**src/include/acq_defs.svh**
```systemverilog
// acq block macros: channel count, sample/sum/fill/count widths, fifo depth, apb widths
`ifndef ACQ_DEFS_SVH
`define ACQ_DEFS_SVH

// channels in the block
`define ACQ_NUM_CHAN 5

// fill number carried in each record
`define ACQ_FILL_W 24

`define ACQ_SAMPLE_W 12   // one adc sample
`define ACQ_SUM_W 20      // 255 samples of 12 bits
`define ACQ_CNT_W 8       // samples per fill

// samples per fill out of reset
`define ACQ_SAMPLES_RST 16

`define ACQ_FIFO_DEPTH 4  // fill records held

// apb bus widths
`define APB_ADDR_W 8
`define APB_DATA_W 32

`endif

```
**src/acq_pkg.sv**
```systemverilog
// acquisition types: trigger manager state enum and fill record struct
`include "acq_defs.svh"

package acq_pkg;

  // codes are also the bit positions of the one-hot state vector
  typedef enum logic [1:0] {
    IDLE          = 2'd0,
    FILL          = 2'd1,
    SET_TRIG_ARM  = 2'd2,
    STORE_FILLNUM = 2'd3
  } tm_state_e;

  // one entry of the record fifo, 32 bits
  typedef struct packed {
    logic [`ACQ_FILL_W-1:0] fill_num;  // fill this record belongs to
    logic [`ACQ_CNT_W-1:0]  samples;   // samples per fill in force for it
  } fill_rec_t;

endpackage

```
**src/apb_pkg.sv**
```systemverilog
// apb types: request and response structs, register offset enum
`include "acq_defs.svh"

package apb_pkg;

  typedef struct packed {
    logic                   psel;
    logic                   penable;
    logic                   pwrite;
    logic [`APB_ADDR_W-1:0] paddr;
    logic [`APB_DATA_W-1:0] pwdata;
  } apb_req_t;

  typedef struct packed {
    logic [`APB_DATA_W-1:0] prdata;
    logic                   pready;
    logic                   pslverr;
  } apb_rsp_t;

  // byte offsets of the acquisition registers
  typedef enum logic [`APB_ADDR_W-1:0] {
    CTRL         = 8'h00,  // bit 0 hold
    SAMPLES      = 8'h04,
    STATUS       = 8'h08,  // state, fifo count, fill number
    FIFO_POP     = 8'h0C,  // read pops a record
    READOUT_DONE = 8'h10,  // write strobe
    CHAN_SUM0    = 8'h20,
    CHAN_SUM1    = 8'h24,
    CHAN_SUM2    = 8'h28,
    CHAN_SUM3    = 8'h2C,
    CHAN_SUM4    = 8'h30
  } acq_reg_e;

endpackage

```
**src/trigger_manager.sv**
```systemverilog
// trigger_manager: one-hot fill control fsm with fill counter, go, arm and record push
`include "acq_defs.svh"

module trigger_manager (
  input  logic                     clk,
  input  logic                     reset,
  input  logic                     trigger,
  input  logic                     hold,
  input  logic [`ACQ_NUM_CHAN-1:0] done,
  input  logic                     readout_done,
  input  logic                     push_ready,
  output logic                     go,
  output logic [`ACQ_NUM_CHAN-1:0] arm,
  output logic                     push_valid,
  output acq_pkg::fill_rec_t       push_rec,
  input  logic [`ACQ_CNT_W-1:0]    samples,
  output acq_pkg::tm_state_e       state,
  output logic [`ACQ_FILL_W-1:0]   fill_num
);

  logic [3:0]             cur_oh;         // one-hot, indexed by tm_state_e
  logic [3:0]             next_oh;
  logic [`ACQ_FILL_W-1:0] next_fill_num;
  logic [`ACQ_CNT_W-1:0]  fill_samples;   // samples value taken at fill start

  always_comb begin
    next_oh       = '0;
    next_fill_num = fill_num;
    case (1'b1)
      cur_oh[acq_pkg::IDLE]: begin
        if (trigger && !hold) begin
          next_oh[acq_pkg::FILL] = 1'b1;
          next_fill_num          = fill_num + 1'b1;
        end else begin
          next_oh[acq_pkg::IDLE] = 1'b1;
        end
      end
      cur_oh[acq_pkg::FILL]: begin
        if (&done) next_oh[acq_pkg::STORE_FILLNUM] = 1'b1;  // every channel finished
        else next_oh[acq_pkg::FILL] = 1'b1;
      end
      cur_oh[acq_pkg::STORE_FILLNUM]: begin
        if (push_ready) next_oh[acq_pkg::SET_TRIG_ARM] = 1'b1;  // record taken this cycle
        else next_oh[acq_pkg::STORE_FILLNUM] = 1'b1;
      end
      cur_oh[acq_pkg::SET_TRIG_ARM]: begin
        if (readout_done) next_oh[acq_pkg::IDLE] = 1'b1;
        else next_oh[acq_pkg::SET_TRIG_ARM] = 1'b1;
      end
      default: next_oh[acq_pkg::IDLE] = 1'b1;  // lost one-hot code
    endcase
  end

  always_ff @(posedge clk) begin
    if (reset) begin
      cur_oh   <= 4'b0001 << acq_pkg::IDLE;
      fill_num <= '0;
    end else begin
      cur_oh   <= next_oh;
      fill_num <= next_fill_num;
    end
  end

  always_ff @(posedge clk) begin
    if (cur_oh[acq_pkg::IDLE] && next_oh[acq_pkg::FILL]) fill_samples <= samples;
  end

  // outputs registered from the next state, so they line up with the state
  always_ff @(posedge clk) begin
    if (reset) begin
      go         <= 1'b0;
      push_valid <= 1'b0;
      arm        <= '1;
    end else begin
      go         <= 1'b0;
      push_valid <= 1'b0;
      arm        <= '1;
      case (1'b1)
        next_oh[acq_pkg::FILL]: go <= 1'b1;
        next_oh[acq_pkg::STORE_FILLNUM]: begin
          push_valid <= 1'b1;
          arm        <= '0;
        end
        next_oh[acq_pkg::SET_TRIG_ARM]: arm <= '0;  // front ends stay off until readout
        default: ;
      endcase
    end
  end

  always_comb begin
    case (1'b1)
      cur_oh[acq_pkg::FILL]:          state = acq_pkg::FILL;
      cur_oh[acq_pkg::STORE_FILLNUM]: state = acq_pkg::STORE_FILLNUM;
      cur_oh[acq_pkg::SET_TRIG_ARM]:  state = acq_pkg::SET_TRIG_ARM;
      default:                        state = acq_pkg::IDLE;
    endcase
  end

  assign push_rec.fill_num = fill_num;
  assign push_rec.samples  = fill_samples;

endmodule

```
**src/channel_accumulator.sv**
```systemverilog
// channel_accumulator: sums a programmable number of samples per fill, flags done
`include "acq_defs.svh"

module channel_accumulator (
  input  logic                     clk,
  input  logic                     reset,
  input  logic                     go,
  input  logic [`ACQ_CNT_W-1:0]    samples,
  input  logic [`ACQ_SAMPLE_W-1:0] sample,
  output logic [`ACQ_SUM_W-1:0]    sum,
  output logic                     done
);

  logic                  go_d;
  logic                  start;
  logic [`ACQ_CNT_W-1:0] remain;  // samples still to add this fill

  // start cycle on the first cycle of go
  assign start = go && !go_d;

  always_ff @(posedge clk) begin
    if (reset) begin
      go_d   <= 1'b0;
      remain <= '0;
      sum    <= '0;
    end else begin
      go_d <= go;
      if (start) begin
        sum <= '0;
        // a zero count still takes one sample
        remain <= (samples == '0) ? `ACQ_CNT_W'(1) : samples;
      end else if (remain != '0) begin
        sum    <= sum + `ACQ_SUM_W'(sample);
        remain <= remain - 1'b1;
      end
    end
  end

  // Raised in the cycle of the last sample, so the manager leaves FILL on the
  // same edge that completes the sum. The start cycle masks the done left
  // over from the previous fill.
  assign done = !start && (remain <= `ACQ_CNT_W'(1));

endmodule

```
**src/fill_fifo.sv**
```systemverilog
// fill_fifo: circular record buffer, valid/ready write side, pop read side
`include "acq_defs.svh"

module fill_fifo (
  input  logic               clk,
  input  logic               reset,
  input  logic               push_valid,
  input  acq_pkg::fill_rec_t push_rec,
  output logic               push_ready,
  input  logic               pop,
  output acq_pkg::fill_rec_t pop_rec,
  output logic [2:0]         count,
  output logic               empty
);

  localparam int DEPTH = `ACQ_FIFO_DEPTH;
  localparam int PTR_W = $clog2(DEPTH);

  acq_pkg::fill_rec_t mem [DEPTH];
  logic [PTR_W-1:0]   wr_ptr;
  logic [PTR_W-1:0]   rd_ptr;
  logic               do_push;
  logic               do_pop;

  assign push_ready = (count != 3'(DEPTH));  // room for one more
  assign empty      = (count == '0);
  assign do_push    = push_valid && push_ready;
  assign do_pop     = pop && !empty;  // pop on empty is dropped
  assign pop_rec    = mem[rd_ptr];    // head of queue

  always_ff @(posedge clk) begin
    if (do_push) mem[wr_ptr] <= push_rec;
  end

  always_ff @(posedge clk) begin
    if (reset) begin
      wr_ptr <= '0;
      rd_ptr <= '0;
      count  <= '0;
    end else begin
      if (do_push) wr_ptr <= (wr_ptr == PTR_W'(DEPTH - 1)) ? '0 : wr_ptr + 1'b1;
      if (do_pop) rd_ptr <= (rd_ptr == PTR_W'(DEPTH - 1)) ? '0 : rd_ptr + 1'b1;
      case ({do_push, do_pop})
        2'b10:   count <= count + 1'b1;
        2'b01:   count <= count - 1'b1;
        default: ;  // both or neither
      endcase
    end
  end

endmodule

```
**src/acq_regs.sv**
```systemverilog
// acq_regs: apb slave with control, samples, status, fifo pop, readout done, channel sums
`include "acq_defs.svh"

module acq_regs (
  input  logic                                      clk,
  input  logic                                      reset,
  input  apb_pkg::apb_req_t                         apb_in,
  output apb_pkg::apb_rsp_t                         apb_out,
  output logic                                      hold,
  output logic [`ACQ_CNT_W-1:0]                     samples,
  output logic                                      readout_done,
  input  acq_pkg::tm_state_e                        state,
  input  logic [`ACQ_FILL_W-1:0]                    fill_num,
  input  logic [2:0]                                fifo_count,
  input  logic                                      fifo_empty,
  input  acq_pkg::fill_rec_t                        pop_rec,
  output logic                                      pop,
  input  logic [`ACQ_NUM_CHAN-1:0][`ACQ_SUM_W-1:0] sums
);

  logic                   access;  // second apb cycle
  logic                   wr;
  logic                   rd;
  apb_pkg::acq_reg_e      addr;
  logic                   mapped;
  logic [`APB_DATA_W-1:0] rdata;

  assign access = apb_in.psel && apb_in.penable;
  assign wr     = access && apb_in.pwrite;
  assign rd     = access && !apb_in.pwrite;
  assign addr   = apb_pkg::acq_reg_e'(apb_in.paddr);

  // read mux and offset decode
  always_comb begin
    mapped = 1'b1;
    rdata  = '0;
    case (addr)
      apb_pkg::CTRL:         rdata = `APB_DATA_W'(hold);
      apb_pkg::SAMPLES:      rdata = `APB_DATA_W'(samples);
      apb_pkg::STATUS:       rdata = {fill_num, 1'b0, fifo_count, 2'b00, state};
      apb_pkg::FIFO_POP:     rdata = fifo_empty ? '1 : `APB_DATA_W'(pop_rec);
      apb_pkg::READOUT_DONE: rdata = '0;  // write-only strobe
      apb_pkg::CHAN_SUM0:    rdata = `APB_DATA_W'(sums[0]);
      apb_pkg::CHAN_SUM1:    rdata = `APB_DATA_W'(sums[1]);
      apb_pkg::CHAN_SUM2:    rdata = `APB_DATA_W'(sums[2]);
      apb_pkg::CHAN_SUM3:    rdata = `APB_DATA_W'(sums[3]);
      apb_pkg::CHAN_SUM4:    rdata = `APB_DATA_W'(sums[4]);
      default:               mapped = 1'b0;
    endcase
  end

  // no wait states
  assign apb_out.prdata  = rdata;
  assign apb_out.pready  = 1'b1;
  assign apb_out.pslverr = access && !mapped;

  // one-cycle strobes on the access cycle
  assign pop          = rd && (addr == apb_pkg::FIFO_POP);
  assign readout_done = wr && (addr == apb_pkg::READOUT_DONE);

  always_ff @(posedge clk) begin
    if (reset) begin
      hold    <= 1'b0;
      samples <= `ACQ_CNT_W'(`ACQ_SAMPLES_RST);
    end else if (wr) begin
      case (addr)
        apb_pkg::CTRL:    hold <= apb_in.pwdata[0];
        apb_pkg::SAMPLES: samples <= apb_in.pwdata[`ACQ_CNT_W-1:0];
        default:          ;  // read-only or strobe offsets
      endcase
    end
  end

endmodule

```
**src/acq_top.sv**
```systemverilog
// acq_top: trigger manager, channel accumulators, record fifo and apb register block
`include "acq_defs.svh"

module acq_top (
  input  logic                                        clk,
  input  logic                                        reset,
  input  apb_pkg::apb_req_t                           apb_in,
  output apb_pkg::apb_rsp_t                           apb_out,
  input  logic                                        trigger,
  input  logic [`ACQ_NUM_CHAN-1:0][`ACQ_SAMPLE_W-1:0] sample_data,
  output logic [`ACQ_NUM_CHAN-1:0]                    arm,
  output logic                                        fifo_nonempty
);

  logic                                     go;
  logic [`ACQ_NUM_CHAN-1:0]                 done;
  logic                                     hold;
  logic                                     readout_done;
  logic [`ACQ_CNT_W-1:0]                    samples;
  acq_pkg::tm_state_e                       state;
  logic [`ACQ_FILL_W-1:0]                   fill_num;
  logic                                     push_valid;
  logic                                     push_ready;
  acq_pkg::fill_rec_t                       push_rec;
  acq_pkg::fill_rec_t                       pop_rec;
  logic                                     pop;
  logic [2:0]                               fifo_count;
  logic                                     fifo_empty;
  logic [`ACQ_NUM_CHAN-1:0][`ACQ_SUM_W-1:0] sums;

  trigger_manager tm0 (
    .clk, .reset, .trigger, .hold, .done, .readout_done, .push_ready,
    .go, .arm, .push_valid, .push_rec, .samples, .state, .fill_num
  );

  // one accumulator per channel, all started by the same go
  for (genvar i = 0; i < `ACQ_NUM_CHAN; i++) begin : chan
    channel_accumulator acc0 (
      .clk, .reset, .go, .samples,
      .sample (sample_data[i]),
      .sum    (sums[i]),
      .done   (done[i])
    );
  end

  fill_fifo fifo0 (
    .clk, .reset, .push_valid, .push_rec, .push_ready, .pop, .pop_rec,
    .count (fifo_count),
    .empty (fifo_empty)
  );

  acq_regs regs0 (
    .clk, .reset, .apb_in, .apb_out, .hold, .samples, .readout_done, .state,
    .fill_num, .fifo_count, .fifo_empty, .pop_rec, .pop, .sums
  );

  assign fifo_nonempty = !fifo_empty;

endmodule

```
**config.mk**
```make
export PLATFORM = sky130hd
export DESIGN_NAME = acq_top
export DESIGN_NICKNAME = d
export VERILOG_FILES = /design/src/acq_pkg.sv /design/src/apb_pkg.sv /design/src/trigger_manager.sv /design/src/channel_accumulator.sv /design/src/fill_fifo.sv /design/src/acq_regs.sv /design/src/acq_top.sv
export VERILOG_INCLUDE_DIRS = /design/src /design/src/include
export SDC_FILE = /design/constraint.sdc
export NUM_CORES = 1
export LEC_CHECK = 0
export BUFFER_PORTS_ARGS = -buffer_cell sky130_fd_sc_hd__buf_2
export CORE_MARGIN = 1.5
export CORE_UTILIZATION = 50
export CTS_BUF_LIST = sky130_fd_sc_hd__clkbuf_16
export CTS_CLUSTER_DIAMETER = 40
export CTS_CLUSTER_SIZE = 8
export DETAILED_ROUTE_END_ITERATION = 10
export PLACE_DENSITY = 0.68
export REMOVE_ABC_BUFFERS = 1
export SETUP_SLACK_MARGIN = 0.4
export SLEW_MARGIN = 20
export SYNTH_ARGS = -nofsm -noshare
export SYNTH_HDL_FRONTEND = slang
export SYNTH_HIERARCHICAL = 1
export SYNTH_SLANG_ARGS = --single-unit
```
**constraint.sdc**
```tcl
create_clock -name clk -period 3.6 [get_ports clk]
set_clock_uncertainty 0.05 [all_clocks]
set_input_delay 0.54 -clock clk [delete_from_list [all_inputs] [get_ports clk]]
set_output_delay 0.54 -clock clk [all_outputs]
set_load 0.01 [all_outputs]
```
==> flow_metrics.env <==
export IMPL_grt_usage=0.276
export IMPL_fin_ws_ps=422
export IMPL_cp_required_ps=3010
export IMPL_max_stage_delay_ps=530
export IMPL_io_pins=146
export IMPL_power_density_nw_per_um2=722
export IMPL_routedWlPerCell_um=21.3
export IMPL_fin_nets=2114
export IMPL_async_flop_share=0
export IMPL_post_route_drc_count=0
export IMPL_synthXorXnorAreaFrac=0.0320
export IMPL_synth_compound_area_frac=0.173
export IMPL_fin_crit_sh=0.883
export IMPL_finalHoldViolations=0
export IMPL_synth_top_family_by_area="simple AND/OR/NAND/NOR gates"
export IMPL_ant_nets=0
export IMPL_end_kind="primary output"
export IMPL_timing_rr_start="chan[4].acc0/sum[0]$_SDFFE_PP0P_"
export IMPL_grt_start_max_net_pins=54
export IMPL_ys_types=93
export IMPL_cts_buffers=56
export IMPL_routabilityCongestion=0.962
export IMPL_core_um2=35600
export IMPL_crit_slowest_cell="mux4_2"
export IMPL_rows=69
export IMPL_post_route_cells_drive_above_1_share=0.198
export IMPL_setup_tns_final_ps=0
export IMPL_hp_class="in -> reg"
export IMPL_startpoint_type="flop"
export IMPL_placement_io_buffers=120
export IMPL_hold_ws_ps=130
export IMPL_rsz0062_at_grt="true"
export IMPL_clk_latency_ps=600
export IMPL_diodes=0
export IMPL_status="completed"
export IMPL_hold_buffers=0
export IMPL_dieHeight_um=193
export IMPL_vias=15100
export IMPL_cts_root_buf="clkbuf_16"
export IMPL_grt_pass1_wl_mm=79.5
export IMPL_syn_cell_area_um2=18100
export IMPL_worst_pin_slew_ps=903
export IMPL_post_place_ws_ps=402
export IMPL_yosys_warnings=6
export IMPL_die_area_um2=37300
export IMPL_path_cells="buf_4 -> mux4_2 -> o221ai_2 -> o211ai_1 -> a22o_1 -> buf_2"
export IMPL_cellLeakagePower_nw=8.02
export IMPL_arrival_ps=2590
export IMPL_first_pass_iters=7
export IMPL_synthCells=1802
export IMPL_crit_family="compound AO/OA/AOI/OAI gates"
export IMPL_path_class="reg -> out"
export IMPL_cap_violations=0
export IMPL_dp_hpwl_mm=36.9
export IMPL_htree_levels=2
export IMPL_crit_fanout=7
export IMPL_dieWidth_um=193
export IMPL_mostFrequentLayoutCell="dfxtp_1"
export IMPL_ys_seq_area_frac=0.440
export IMPL_layout_common_cells="dfxtp_1, nand2_1, a21oi_1"
export IMPL_path_buf_inv=2
export IMPL_rrSetupSlack_ps=880
export IMPL_overflow=0
export IMPL_ys_ff_latch=329
export IMPL_setup_viol=0
export IMPL_period_needed_ps=3180
export IMPL_cts_tree="done"
export IMPL_synth_simple_area_share=0.186
export IMPL_antenna_found_initial=1
export IMPL_synthAdderAreaFrac=0.0600
export IMPL_clk_pin_slew_ps=50
export IMPL_min_delay_start="apb_in[4]"
export IMPL_synth_mux_area_frac=0.0689
export IMPL_vias_per_cell=6.20
export IMPL_clock_sinks=329
export IMPL_wirelength_mm=51.7
export IMPL_cts_buffer_depth=3
export IMPL_max_freq_mhz=315
export IMPL_syn_mean_instance_area_um2=10.0
export IMPL_syn_to_final_growth_pct=15.8
export IMPL_peakVddDrop_mv=0.505
export IMPL_drt_iter0_markers=1275
export IMPL_synthFlopType="dfxtp_1"
export IMPL_finalMaxSlewViolations=0
export IMPL_synth_edff_count=136
export IMPL_max_slew_margin_rel=0.398
export IMPL_initial_core_util=0.508
export IMPL_grt_pass1_vias=14400
## cells in the mapped netlist, types with 9 or more instances
cell,instances,area (um2)
mux4_2,38,856
nor2_1,125,469
o22ai_1,9,56.3
nand2b_1,14,87.6
o21ai_0,77,385
nand3_1,61,305
a31o_2,14,123
a311o_1,10,100
dfxtp_1,193,3860
a21oi_1,154,771
nand4_1,33,206
inv_1,43,161
xnor2_1,35,307
ha_1,77,963
xor2_1,31,272
nand2_1,180,676
and3_1,25,156
mux2i_1,23,230
nor2b_1,28,175
o211ai_1,16,120
a211oi_1,44,330
edfxtp_1,136,4080
nor4_1,14,87.6
mux2_2,14,158
o31ai_1,9,67.6
or3_1,32,200
buf_2,12,60.1
o2bb2ai_1,12,105
clkbuf_1,42,158
buf_4,32,240
nor3_1,46,230
a21o_1,9,67.6
## cell families (layout without fill, tap and decap cells)
| kind of cell | Yosys count | in the layout |
|---|---|---|
| AO/OA/AOI/OAI | 464 | 464 |
| XOR/XNOR | 66 | 66 |
| adder cells (fa/ha/maj) | 83 | 83 |
| buffers and inverters | 143 | 311 |
| flip-flops | 329 | 329 |
| multiplexers | 75 | 75 |
| other | 1 | 1 |
| AND/OR/NAND/NOR | 641 | 641 |
## power by group
group,switching [W],leakage (nW),internal [W]
Combinational,0.00294,4.32,0.00205
Sequential,0.000714,2.75,0.00438
Clock,0.00185,0.947,0.00317
Total,0.00550,8.02,0.00961
## per-stage QoR
step	instances	util	total power (W)	instance area (um2)
finish	2431	0.588	0.0151	20900
global route	2431	0.588	0.0159	20900
CTS	2430	0.587	0.0151	20900
detailed placement	2323	0.534	0.0100	19000
global placement	2323	0.534	0.00988	19000
floorplan	1702	-	0.00863	17500
## flip-flops by register name (all words and copies together) (netlist names), 3 cells and up, named ones only
name	count
tm0/cur_oh	4
chan.acc0/remain	40
chan.acc0/go_d	5
tm0/fill_samples	8
fifo0/mem	128
fifo0/count	3
tm0/fill_num	24
chan.acc0/sum	100
regs0/samples	8
## what timing repair did
item	in CTS	in global routing
pin swaps	0	3
setup buffers	4	1
endpoints found under the setup margin	17	16
gates resized for setup	7	10
## area by class of cell
class,count,area (um2)
clock buffers,56,1400
clock inverters,47,404
fillers,3055,14700
inverters,43,161
multi-input cells,1330,9460
flip-flops and latches,329,7950
well taps,461,577
repair buffers,165,952
## path summary, 6_finish.rpt
path	to	cells after the start
min	regs0/samples[4]$_SDFFE_PP1P_	2
max reg2reg	chan[4].acc0/sum[18]$_SDFFE_PP0P_	8
max	apb_out[4]	6
min reg2reg	flop	2
## metal layers
layer,routed length (um),share of wire,global-route usage,vias to the layer above
li1,-,-,-,7049
met1,22700,0.44,0.374,7355
met2,23700,0.46,0.445,569
met3,3410,0.066,0.0404,97
met4,1980,0.038,0.114,0
met5,0,0,0,-
## worst register-to-register path: stages (launching register included)
cell and delay [ps]:
dfxtp_1 370, ha_1 250, fa_1 420, a21o_1 210
a221oi_1 480, o21a_1 270, o21ai_1 190, and4_1 260
o21a_1 160
Note: power is estimated with default switching activity, not from simulation.
